## src/source/switch_pkg.sv

```systemverilog
package switch_pkg;

    // defaults only, the top level passes its own values down
    localparam int NUM_PORTS = 4;
    localparam int BUF_DEPTH = 64;

    localparam int PORT_W = 2;
    localparam int DATA_W = 16;

    // header word, dest_port sits in the low nibble
    typedef struct packed {
        logic [8:0] length;
        logic [2:0] prior;
        logic [3:0] dest_port;
    } pkt_hdr_t;

    // first word of a packet is stored raw and decoded as a header
    typedef union packed {
        logic [DATA_W-1:0] raw;
        pkt_hdr_t          hdr;
    } hdr_word_u;

    typedef struct packed {
        logic              sop;
        logic              eop;
        logic              vld;
        logic [DATA_W-1:0] data;
    } in_stream_t;

    typedef struct packed {
        logic              vld;
        logic              sop;
        logic              eop;
        logic [PORT_W-1:0] src;
        logic [DATA_W-1:0] data;
    } out_stream_t;

    // announcement from a port to the search unit
    typedef struct packed {
        logic     pending;
        pkt_hdr_t hdr;
    } hdr_req_t;

    // APB register map
    localparam logic [11:0] REG_CTRL      = 12'h000;
    localparam logic [11:0] REG_DEST_MASK = 12'h004;
    localparam logic [11:0] REG_FWD_CNT   = 12'h008;
    localparam logic [11:0] REG_DROP_CNT  = 12'h00C;

endpackage

```

## src/source/egress_mux.sv

```systemverilog
`timescale 1ns/100ps

module egress_mux #(
    parameter int NUM_PORTS = switch_pkg::NUM_PORTS
) (
    input  logic                    clk,
    input  logic                    arst_n,
    input  switch_pkg::out_stream_t ins [NUM_PORTS],
    output switch_pkg::out_stream_t out,
    output logic                    busy
);
    import switch_pkg::*;

    out_stream_t          merged;
    logic [NUM_PORTS-1:0] vld_vec;
    logic                 out_vld;
    logic                 out_sop;
    logic                 out_eop;
    logic [PORT_W-1:0]    out_src;
    logic [DATA_W-1:0]    out_data;
    logic                 busy_r;

    // only one port replays at a time, idle ports are masked off
    always_comb begin
        merged = '0;
        for (int i = 0; i < NUM_PORTS; i++) begin
            vld_vec[i] = ins[i].vld;
            if (ins[i].vld) begin
                merged = out_stream_t'(merged | ins[i]);
            end
        end
    end

    always_ff @(posedge clk or negedge arst_n) begin
        if (!arst_n) begin
            out_vld <= 1'b0;
            out_sop <= 1'b0;
            out_eop <= 1'b0;
            busy_r  <= 1'b0;
        end else begin
            out_vld <= merged.vld;
            out_sop <= merged.sop;
            out_eop <= merged.eop;
            if (out_vld && out_eop) begin
                busy_r <= 1'b0;
            end else if (out_vld && out_sop) begin
                busy_r <= 1'b1;
            end
        end
    end

    always_ff @(posedge clk) begin
        out_src  <= merged.src;
        out_data <= merged.data;
    end

    // high from the output sop through the output eop
    assign busy = busy_r || out_vld;

    assign out.vld  = out_vld;
    assign out.sop  = out_sop;
    assign out.eop  = out_eop;
    assign out.src  = out_src;
    assign out.data = out_data;

    a_one_port_valid: assert property (
        @(posedge clk) disable iff (!arst_n) $onehot0(vld_vec)
    ) else $error("more than one port drives the output");

endmodule

```

## src/source/ingress_port.sv

```systemverilog
`timescale 1ns/100ps

module ingress_port #(
    parameter int BUF_DEPTH = switch_pkg::BUF_DEPTH
) (
    input  logic                          clk,
    input  logic                          arst_n,
    input  switch_pkg::in_stream_t        in,
    output switch_pkg::hdr_req_t          req,
    input  logic                          grant,
    input  logic                          fwd,
    output switch_pkg::out_stream_t       out,
    input  logic [switch_pkg::PORT_W-1:0] src_id
);
    import switch_pkg::*;

    localparam int AW = $clog2(BUF_DEPTH);

    logic [DATA_W-1:0] mem [BUF_DEPTH];
    logic [AW-1:0]     wr_ptr;
    logic [AW-1:0]     rd_ptr;
    logic [AW-1:0]     end_ptr;
    logic [AW-1:0]     ahead;
    hdr_word_u         in_word;
    pkt_hdr_t          hdr_q;
    logic              hdr_next;
    logic              held;
    logic              wr_done;
    logic              pending;
    logic              replay;
    logic              discard;
    logic              started;
    logic              is_hdr;
    logic              rd_avail;
    logic              rd_en;
    logic              rd_last;
    logic              finish;
    logic              out_vld;
    logic              out_sop;
    logic              out_eop;
    logic [DATA_W-1:0] out_data;

    assign in_word.raw = in.data;

    // header is the first valid word at or after sop
    assign is_hdr = in.vld && (in.sop || hdr_next);

    always_ff @(posedge clk or negedge arst_n) begin
        if (!arst_n) begin
            hdr_next <= 1'b0;
        end else if (in.vld) begin
            hdr_next <= 1'b0;
        end else if (in.sop) begin
            hdr_next <= 1'b1;
        end
    end

    always_ff @(posedge clk or negedge arst_n) begin
        if (!arst_n) begin
            wr_ptr <= '0;
        end else if (in.vld) begin
            wr_ptr <= wr_ptr + 1'b1;
        end
    end

    always_ff @(posedge clk) begin
        if (in.vld) begin
            mem[wr_ptr] <= in_word.raw;
        end
        if (is_hdr) begin
            hdr_q <= in_word.hdr;
        end
        // eop may come with the last word or on the cycle after it
        if (in.eop) begin
            end_ptr <= in.vld ? wr_ptr : wr_ptr - 1'b1;
        end
        if (rd_en) begin
            out_data <= mem[rd_ptr];
        end
    end

    assign ahead = wr_ptr - rd_ptr;

    // newest word waits until eop says whether it is the last one
    assign rd_avail = wr_done || (ahead > AW'(1));
    assign rd_en    = (replay || (grant && fwd)) && rd_avail;
    assign rd_last  = rd_en && wr_done && (rd_ptr == end_ptr);
    assign finish   = rd_last || (discard && wr_done);

    always_ff @(posedge clk or negedge arst_n) begin
        if (!arst_n) begin
            rd_ptr  <= '0;
            held    <= 1'b0;
            wr_done <= 1'b0;
            pending <= 1'b0;
            replay  <= 1'b0;
            discard <= 1'b0;
            started <= 1'b0;
        end else begin
            if (is_hdr) begin
                rd_ptr <= wr_ptr;
            end else if (rd_en) begin
                rd_ptr <= rd_ptr + 1'b1;
            end
            if (is_hdr) begin
                held <= 1'b1;
            end else if (finish) begin
                held <= 1'b0;
            end
            if (in.eop) begin
                wr_done <= 1'b1;
            end else if (finish) begin
                wr_done <= 1'b0;
            end
            if (is_hdr) begin
                pending <= 1'b1;
            end else if (grant) begin
                pending <= 1'b0;
            end
            if (rd_last) begin
                replay <= 1'b0;
            end else if (grant && fwd) begin
                replay <= 1'b1;
            end
            if (finish) begin
                discard <= 1'b0;
            end else if (grant && !fwd) begin
                discard <= 1'b1;
            end
            if (finish) begin
                started <= 1'b0;
            end else if (rd_en) begin
                started <= 1'b1;
            end
        end
    end

    always_ff @(posedge clk or negedge arst_n) begin
        if (!arst_n) begin
            out_vld <= 1'b0;
            out_sop <= 1'b0;
            out_eop <= 1'b0;
        end else begin
            out_vld <= rd_en;
            out_sop <= rd_en && !started;
            out_eop <= rd_last;
        end
    end

    assign req.pending = pending;
    assign req.hdr     = hdr_q;

    assign out.vld  = out_vld;
    assign out.sop  = out_sop;
    assign out.eop  = out_eop;
    assign out.src  = src_id;
    assign out.data = out_data;

    // source must wait until the previous packet has left
    a_no_sop_while_held: assert property (
        @(posedge clk) disable iff (!arst_n) in.sop |-> !held
    ) else $error("sop on a port that still holds a packet");

endmodule

```

## src/source/pkt_switch.sv

```systemverilog
`timescale 1ns/100ps

module pkt_switch #(
    parameter int NUM_PORTS = switch_pkg::NUM_PORTS,
    parameter int BUF_DEPTH = switch_pkg::BUF_DEPTH
) (
    input  logic                    clk,
    input  logic                    arst_n,
    input  switch_pkg::in_stream_t  in_links [NUM_PORTS],
    output switch_pkg::out_stream_t out_link,
    input  logic                    psel,
    input  logic                    penable,
    input  logic                    pwrite,
    input  logic [11:0]             paddr,
    input  logic [31:0]             pwdata,
    output logic [31:0]             prdata,
    output logic                    pready
);
    import switch_pkg::*;

    hdr_req_t             reqs [NUM_PORTS];
    out_stream_t          port_out [NUM_PORTS];
    logic [NUM_PORTS-1:0] grant;
    logic                 fwd;
    logic                 fwd_evt;
    logic                 drop_evt;
    logic                 out_busy;
    logic                 enable;
    logic [15:0]          dest_mask;

    for (genvar i = 0; i < NUM_PORTS; i++) begin : g_port
        ingress_port #(
            .BUF_DEPTH(BUF_DEPTH)
        ) u_port (
            .clk    (clk),
            .arst_n (arst_n),
            .in     (in_links[i]),
            .req    (reqs[i]),
            .grant  (grant[i]),
            .fwd    (fwd),
            .out    (port_out[i]),
            .src_id (PORT_W'(i))
        );
    end

    port_search #(
        .NUM_PORTS(NUM_PORTS)
    ) u_search (
        .clk       (clk),
        .arst_n    (arst_n),
        .reqs      (reqs),
        .out_busy  (out_busy),
        .enable    (enable),
        .dest_mask (dest_mask),
        .grant     (grant),
        .fwd       (fwd),
        .fwd_evt   (fwd_evt),
        .drop_evt  (drop_evt)
    );

    egress_mux #(
        .NUM_PORTS(NUM_PORTS)
    ) u_mux (
        .clk    (clk),
        .arst_n (arst_n),
        .ins    (port_out),
        .out    (out_link),
        .busy   (out_busy)
    );

    switch_regs u_regs (
        .clk       (clk),
        .arst_n    (arst_n),
        .psel      (psel),
        .penable   (penable),
        .pwrite    (pwrite),
        .paddr     (paddr),
        .pwdata    (pwdata),
        .prdata    (prdata),
        .pready    (pready),
        .fwd_evt   (fwd_evt),
        .drop_evt  (drop_evt),
        .enable    (enable),
        .dest_mask (dest_mask)
    );

endmodule

```

## src/source/port_search.sv

```systemverilog
`timescale 1ns/100ps

module port_search #(
    parameter int NUM_PORTS = switch_pkg::NUM_PORTS
) (
    input  logic                 clk,
    input  logic                 arst_n,
    input  switch_pkg::hdr_req_t reqs [NUM_PORTS],
    input  logic                 out_busy,
    input  logic                 enable,
    input  logic [15:0]          dest_mask,
    output logic [NUM_PORTS-1:0] grant,
    output logic                 fwd,
    output logic                 fwd_evt,
    output logic                 drop_evt
);
    import switch_pkg::*;

    logic              found;
    logic [PORT_W-1:0] win_idx;
    pkt_hdr_t          win_hdr;
    logic              pass;
    logic              issue;
    logic              serving;
    logic              busy_q;

    // strict compare keeps the lowest index on equal prior
    always_comb begin
        found   = 1'b0;
        win_idx = '0;
        win_hdr = '0;
        for (int i = 0; i < NUM_PORTS; i++) begin
            if (reqs[i].pending && (!found || reqs[i].hdr.prior > win_hdr.prior)) begin
                found   = 1'b1;
                win_idx = PORT_W'(i);
                win_hdr = reqs[i].hdr;
            end
        end
    end

    assign pass  = enable && dest_mask[win_hdr.dest_port];
    assign issue = found && !serving && !out_busy;

    always_ff @(posedge clk or negedge arst_n) begin
        if (!arst_n) begin
            grant    <= '0;
            fwd      <= 1'b0;
            fwd_evt  <= 1'b0;
            drop_evt <= 1'b0;
            serving  <= 1'b0;
            busy_q   <= 1'b0;
        end else begin
            busy_q   <= out_busy;
            grant    <= '0;
            fwd_evt  <= 1'b0;
            drop_evt <= 1'b0;
            if (issue) begin
                grant[win_idx] <= 1'b1;
                fwd            <= pass;
                fwd_evt        <= pass;
                drop_evt       <= !pass;
                serving        <= 1'b1;
            end else if (serving) begin
                // a drop frees the search at once, a forward once the output goes idle
                if ((|grant && !fwd) || (busy_q && !out_busy)) begin
                    serving <= 1'b0;
                end
            end
        end
    end

    a_grant_onehot: assert property (
        @(posedge clk) disable iff (!arst_n) $onehot0(grant)
    ) else $error("grant is not one-hot");

    a_no_grant_busy: assert property (
        @(posedge clk) disable iff (!arst_n) (|grant) |-> !out_busy
    ) else $error("grant issued while the output is busy");

endmodule

```

## src/source/switch_regs.sv

```systemverilog
`timescale 1ns/100ps

module switch_regs (
    input  logic        clk,
    input  logic        arst_n,
    input  logic        psel,
    input  logic        penable,
    input  logic        pwrite,
    input  logic [11:0] paddr,
    input  logic [31:0] pwdata,
    output logic [31:0] prdata,
    output logic        pready,
    input  logic        fwd_evt,
    input  logic        drop_evt,
    output logic        enable,
    output logic [15:0] dest_mask
);
    import switch_pkg::*;

    logic        wr_en;
    logic [31:0] fwd_cnt;
    logic [31:0] drop_cnt;

    // counters stick at all ones
    function automatic logic [31:0] sat_inc(input logic [31:0] value);
        return (&value) ? value : value + 32'd1;
    endfunction

    // no wait states
    assign pready = 1'b1;
    assign wr_en  = psel && penable && pwrite;

    always_ff @(posedge clk or negedge arst_n) begin
        if (!arst_n) begin
            enable    <= 1'b0;
            dest_mask <= 16'hFFFF;
        end else if (wr_en) begin
            case (paddr)
                REG_CTRL: begin
                    enable <= pwdata[0];
                end
                REG_DEST_MASK: begin
                    dest_mask <= pwdata[15:0];
                end
                default: begin
                end
            endcase
        end
    end

    always_ff @(posedge clk or negedge arst_n) begin
        if (!arst_n) begin
            fwd_cnt  <= '0;
            drop_cnt <= '0;
        end else begin
            if (fwd_evt) begin
                fwd_cnt <= sat_inc(fwd_cnt);
            end
            if (drop_evt) begin
                drop_cnt <= sat_inc(drop_cnt);
            end
        end
    end

    always_comb begin
        prdata = '0;
        if (psel && !pwrite) begin
            case (paddr)
                REG_CTRL:      prdata = {31'd0, enable};
                REG_DEST_MASK: prdata = {16'd0, dest_mask};
                REG_FWD_CNT:   prdata = fwd_cnt;
                REG_DROP_CNT:  prdata = drop_cnt;
                default:       prdata = '0;
            endcase
        end
    end

    // one decision per grant
    a_single_event: assert property (
        @(posedge clk) disable iff (!arst_n) !(fwd_evt && drop_evt)
    ) else $error("forward and drop reported together");

endmodule
```

## config.mk

```make
export PLATFORM = sky130hd
export DESIGN_NAME = pkt_switch
export DESIGN_NICKNAME = d
export VERILOG_FILES = /design/src/source/switch_pkg.sv /design/src/source/egress_mux.sv /design/src/source/ingress_port.sv /design/src/source/pkt_switch.sv /design/src/source/port_search.sv /design/src/source/switch_regs.sv
export SDC_FILE = /design/constraint.sdc
export NUM_CORES = 2
export LEC_CHECK = 0
export BUFFER_PORTS_ARGS = -buffer_cell sky130_fd_sc_hd__buf_2
export CAP_MARGIN = 10
export CORE_ASPECT_RATIO = 1.2
export CORE_MARGIN = 3
export CORE_UTILIZATION = 45
export DETAILED_ROUTE_END_ITERATION = 6
export MAX_ROUTING_LAYER = met4
export PLACE_DENSITY = 0.68
export SLEW_MARGIN = 10
export SYNTH_ARGS = -nofsm -noshare
export SYNTH_HDL_FRONTEND = slang
export SYNTH_SLANG_ARGS = --single-unit
```

## constraint.sdc

```tcl
create_clock -name clk -period 7.4 [get_ports clk]
set_input_delay 1.11 -clock clk [delete_from_list [all_inputs] [get_ports clk]]
set_output_delay 1.11 -clock clk [all_outputs]
set_load 0.02 [all_outputs]
```

After elaboration in Yosys (flattened, before gate mapping) --
Memory sizes are Yosys's and may differ from the RTL's. A register that Yosys moved wholly into a read port is not among the register bits. Cells that the tools add are included.
Word-level totals: memory bits (writable) 4096, memories 4, flip-flop bits (word level) 248, output and inout bits 54, word-level logic and storage cells 329
Memory list:
- g_port[0].u_port.mem | words 64, width 16, rd ports 1, clocked after Yosys merged registers in 1, wr ports 1, RTL line ingress_port.sv:19 | logic [DATA_W-1:0] mem [BUF_DEPTH];
- g_port[1].u_port.mem | words 64, width 16, rd ports 1, clocked after Yosys merged registers in 1, wr ports 1, RTL line ingress_port.sv:19
- g_port[2].u_port.mem | words 64, width 16, rd ports 1, clocked after Yosys merged registers in 1, wr ports 1, RTL line ingress_port.sv:19
- g_port[3].u_port.mem | words 64, width 16, rd ports 1, clocked after Yosys merged registers in 1, wr ports 1, RTL line ingress_port.sv:19
Cells by class: $lt $le $gt $ge 10, add/sub/neg operators 18, equal/unequal tests 7, bitwise operators 5, reduce and logical (&&, ||, !) cells 116, mux-type cells 97
Operators by type and width (number):
- $pmux W32 S4 | 1
- $mux W21 | 4
- $mux W6 | 12
- $mux W1 | 70
- $add A32 B1 Y32 const B | 2
- $reduce_and A32 Y1 | 2
- $or A21 B21 Y21 | 3
- $reduce_bool A2 Y1 | 29
- $add A6 B1 Y6 const B | 8
- $logic_and A1 B1 Y1 | 46
- $mux W32 | 1
- $eq A12 B4 Y1 const B | 2
- $eq A6 B6 Y1 | 4
- $gt A6 B1 Y1 const B | 4
- $sub A6 B1 Y6 const B | 4
- $sub A6 B6 Y6 | 4
- $logic_or A1 B1 Y1 | 21
- $mux W7 | 3
- $eq A12 B3 Y1 const B | 1
- $logic_not A1 Y1 | 12
- $logic_not A12 Y1 | 1
- $gt A3 B3 Y1 | 3
- $mux W4 | 2
- $reduce_and A2 Y1 | 4
- 8 further kinds | 10

Depth between registers and ports, before layout --
depth in word-level cells 18, depth in mapped cells 25, mapped depth without buffers 22

Modules after synthesis --
Synthesis repeated with hierarchy kept, for this count alone.
Second synthesis, totals: cell total of the unflattened synthesis 7572, area, all modules 172918.3 µm²
Modules (own cells, without submodules):
- ingress_port at g_port[1].u_port ... | times used 3, sequential area each 32416.1 µm², cells an instance 1728, area an instance 41592.4 µm²
- ingress_port at g_port[0].u_port | times used 1, sequential area each 32416.1 µm², cells an instance 1729, area an instance 41665.0 µm²
- switch_regs | times used 1, sequential area each 2047.0 µm², cells an instance 432, area an instance 4444.3 µm²
- port_search | times used 1, sequential area each 225.2 µm², cells an instance 128, area an instance 1102.3 µm²
- egress_mux | times used 1, sequential area each 460.4 µm², cells an instance 97, area an instance 922.1 µm²
- pkt_switch | times used 1, sequential area each 0.0 µm², cells an instance 2, area an instance 7.5 µm²

Worst setup path before layout --
Ideal clock, no wire load.
path type register to register, start point register g_port[0].u_port.pending, end point register u_search.fwd, stages on the path, launching flop included 24, path slack 2.165 ns, arrival 5.107 ns, buffers on the path 3, library setup time 0.128 ns, clock period less this slack 5.235 ns, path through dfrtp_1 > buf_4 > and2_1 > ha_1 > and3b_1 > o21ai_0 > a21oi_1 > mux2_2 > ha_1 > and3_1 > a211o_1 > and2_0 > clkbuf_1 > mux2_2 > ha_1 > nand3_1 > o211ai_1 > o22a_1 > clkbuf_1 > o21ai_0 > o32ai_1 > mux4_2 > mux2i_1 > o21ai_1
Between the ends: cells in the longest elaborated chain, start to end 16
Ends and longest elaborated chain:
- start, declared | RTL line ingress_port.sv:29 | logic pending;
- start signal, assigned | RTL line ingress_port.sv:95 | pending <= 1'b0;
- start signal, assigned | RTL line ingress_port.sv:116 | pending <= 1'b1;
- start signal, assigned | RTL line ingress_port.sv:118 | pending <= 1'b0;
- $mux W7 / $mux W1 (equally long branches) | RTL line port_search.sv:33 | if (reqs[i].pending && (!found || reqs[i].hdr.prior > win_hdr.prior)) begin
- $gt A3 B3 Y1 / $logic_not A1 Y1 (equally long branches) | RTL line port_search.sv:33
- $logic_or A1 B1 Y1 | RTL line port_search.sv:33
- $logic_and A1 B1 Y1 | RTL line port_search.sv:33
- $mux W7 / $mux W1 (equally long branches) | RTL line port_search.sv:33
- $gt A3 B3 Y1 / $logic_not A1 Y1 (equally long branches) | RTL line port_search.sv:33
- $logic_or A1 B1 Y1 | RTL line port_search.sv:33
- $logic_and A1 B1 Y1 | RTL line port_search.sv:33
- $mux W7 / $mux W1 (equally long branches) | RTL line port_search.sv:33
- $gt A3 B3 Y1 / $logic_not A1 Y1 (equally long branches) | RTL line port_search.sv:33
- $logic_or A1 B1 Y1 | RTL line port_search.sv:33
- $logic_and A1 B1 Y1 | RTL line port_search.sv:33
- $mux W4 | RTL line port_search.sv:33
- $bmux W1 S4 | RTL line port_search.sv:41 | assign pass = enable && dest_mask[win_hdr.dest_port];
- $mux W1 (implied by the code) | RTL line port_search.sv:41
- $logic_and A1 B1 Y1 | RTL line port_search.sv:41
- end signal, assigned | RTL line port_search.sv:59 | fwd <= pass;
- end, declared | RTL line port_search.sv:13 | output logic fwd,
Several ways; a longest one is shown, not always the timed one. The select of a mux whose other input is x is not followed. A chain may end at the register's enable or synchronous reset.

Final worst setup path --
Same ends and word-level chain as after synthesis.

==> flow_summary.toml <==
[run_status]
outcome = "completed"

[floorplanning]
ioPinCount = 179
core_area_um2 = 377700
core.rowCount = 247
start_util = 0.4522
dieArea_um2 = 387000
die_h_um = 680.9
fp.dieW_um = 568.4

[grt]
antenna_found_initial = 41
top_usage_layer = "met2"
use_met3 = 0.03045
grt_pass1_vias = 81080
gr-usage-met1 = 0.2821
grt_overflow = 0
grt_max_degree = 134
grt_pass1_wl_mm = 582.2
track_usage = 0.2129
use_met2 = 0.3480

[worst_setup_path]
rr_startpoint = "g_port[0].u_port.pending"
worst_ep_arrival_time_ns = 7.28
r2r_cells = 21
r2r_end = "u_search.fwd"
crit_path_start = "g_port[0].u_port.pending"
rrSetupSlack_ns = 0.94
cp_max_fo = 15
worstSetupStartpointType = "register"
cp-endpoint = "u_search.fwd"
cp-end-kind = "register"
crit_type = "reg2reg"
critPathRequiredTime_ns = 8.22

[route]
wl_per_cell_um = 30.15
ant_nets = 0
drtIter0Drc = 9915
drc = 0
drtPass1Iterations = 6
wl_mm = 401.0
via_per_inst = 5.993
dr_total_vias = 79700

[power]
vdd_drop_max_mv = 0.3427
power_density_nw_per_um2 = 364.6
p_leak_uw = 0.06065

[logic_synthesis]
synth-edff-count = 4212
yosys_warnings = 0
synth.distinct_cells = 72
synth-async-reset-ratio = 0.04038
synthXorXnorAreaFrac = 0.006666
synth-compound-area-share = 0.01012
synth-seq-cells = 4408
syn_area_um2 = 170800
synth_top_family_by_area = "multiplexers"
synth_mux_area_frac = 0.1792
synth_fa_ha_area_frac = 0.003619
ys_seq_area_frac = 0.7689
syn_nets = 7607
syn_avg_cell_area_um2 = 22.97
synth_flop_cell = "edfxtp_1"
synthCells = 7435
yosys.area_share.simple = 0.02034

[cells_and_area]
layout.cells.most_common = "edfxtp_1"
layout.nets = 8114
seqCellArea_um2 = 131400
fill_cells = 28930
multi_input_area_um2 = 37650
layout_common_cells = "edfxtp_1, mux4_2, clkbuf_16"
area_delta_synth_final_pct = 12.62
design_area_um2 = 192300
drive_gt1_frac = 0.3055
fin_util = 0.5093

[clock_network]
cts.sinks = 4408
post_cts_resized = 0
cts_tree = "built"
clkLatencyLatePin_ns = 0.97
cts_hold_buf = 0
clock_path_buffers = 4
clk_pin_slew_ns = 0.07
cts_root_buf = "clkbuf_16"
htreeDepth = 5
post_cts_buffers = 0
cts_buffers = 413

[sta]
hold_viol = 0
setup_viol_count_final = 0
maxSlewHeadroom = 0.1465
rsz0062_at_grt = "false"
max_freq_mhz = 154.9
skew_ns = 0.03602
worst_pin_slew_ns = 1.279
final_max_slew_viol_count = 0
period_needed_ns = 6.458
fin_ws_ns = 0.9424
min_period_over_period = 0.8726
fin_setup_tns_ns = 0

[min_path]
hp-class = "in2async"

[placement]
portBuffers = 161
post-dp-hpwl_mm = 231.7
placed_area_um2 = 178900
dp_worst_setup_slack_ns = 1.155
gp_congestion = 0.8580

[flow_run]
maxCapViolations = 0
worst max-delay path, cell delays in order (launching register included):
cell and delay (ns):
dfrtp_1 0.55, nand2_1 0.17, ha_1 0.34, and3b_1 0.20, o21ai_0 0.12, a21oi_1 0.64
mux2_2 0.45, ha_1 0.27, and3_1 0.17, a211o_1 0.29, and2_0 0.29, nand2_1 0.09
o21ai_0 0.08, ha_1 0.30, nor2b_1 0.14, nor3_1 0.19, o22a_1 0.47, nand2_1 0.24
o221ai_2 0.32, mux4_2 0.55, mux2i_1 0.33, o21ai_1 0.12
worst min-delay path by stage:
stage	from	to	cells after the start
2_1_floorplan	g_port[0].u_port.started	g_port[0].u_port.out_sop	1
3_3_place_gp	g_port[0].u_port.started	g_port[0].u_port.out_sop	1
3_5_place_dp	g_port[0].u_port.started	g_port[0].u_port.out_sop	1
4_1_cts	arst_n	g_port[0].u_port.discard	1
5_1_grt	arst_n	g_port[0].u_port.discard	1
6_report	arst_n	g_port[0].u_port.out_vld	1
cell families after synthesis:
family | after synthesis
multiplexers | 1371
flip-flops | 4408
AO/OA/AOI/OAI | 252
buffers and inverters | 474
adder cells (fa/ha/maj) | 47
AND/OR/NAND/NOR | 752
XOR/XNOR | 130
other | 1
synth_stat cells (19+ instances only):
library cell | number | area [um^2]
nand2_1 | 119 | 446.7
a22oi_1 | 67 | 503.0
buf_2 | 91 | 455.4
a21oi_1 | 25 | 125.1
nor2_1 | 367 | 1378
dfrtp_1 | 162 | 4054
xor2_1 | 41 | 359.1
mux2_2 | 21 | 236.5
nor2b_1 | 19 | 118.9
edfxtp_1 | 4212 | 126500
buf_1 | 39 | 146.4
mux4_2 | 1347 | 30340
xnor2_1 | 89 | 779.5
nor3_1 | 32 | 160.2
ha_1 | 43 | 538.0
clkbuf_1 | 262 | 983.4
o21ai_0 | 67 | 335.3
nand4_1 | 38 | 237.7
nand3_1 | 65 | 325.3
inv_1 | 73 | 274.0
routing by layer:
metal	up-vias	routed length [um]
met4	0	11980
met3	635	31330
li1	32480	-
met5	-	0
met2	3563	203800
met1	43020	153800
power by group:
group | internal [uW] | switching, uW
combinational | 9010 | 10100
sequential | 28900 | 1390
clock | 11600 | 9100
registers in the layout, indices dropped and copies added (netlist names), 24 cells and up:
| register | cells |
|---|---|
| g_port.u_port.end_ptr | 24 |
| g_port.u_port.wr_ptr | 24 |
| u_regs.drop_cnt | 32 |
| g_port.u_port.req | 28 |
| g_port.u_port.out_data | 64 |
| g_port.u_port.rd_ptr | 24 |
| u_regs.fwd_cnt | 32 |
| g_port.u_port.mem | 4096 |
through the flow:
| stage | instances | hold slack, ns | total power, uW |
|---|---|---|---|
| finish | 13300 | 0.1064 | 70130 |
| global route | 13290 | 0.08221 | 72570 |
| CTS | 13270 | 0.04135 | 70810 |
| detailed placement | 12500 | 0.4357 | 50160 |
| global placement | 12500 | 0.4302 | 49780 |
| floorplan | 7435 | 0.4129 | 43180 |
area by class of cell:
type,instances,share of cell area
Inverter,77,0.001555
Clock inverter,254,0.01205
Tap cell,4980,0.03239
Clock buffer,511,0.05683
Antenna cell,26,0.0003383
Multi-Input combinational cell,2553,0.1957
Sequential cell,4408,0.6829
Timing Repair Buffer,489,0.01818
Note: power is estimated with default switching activity, not from simulation.
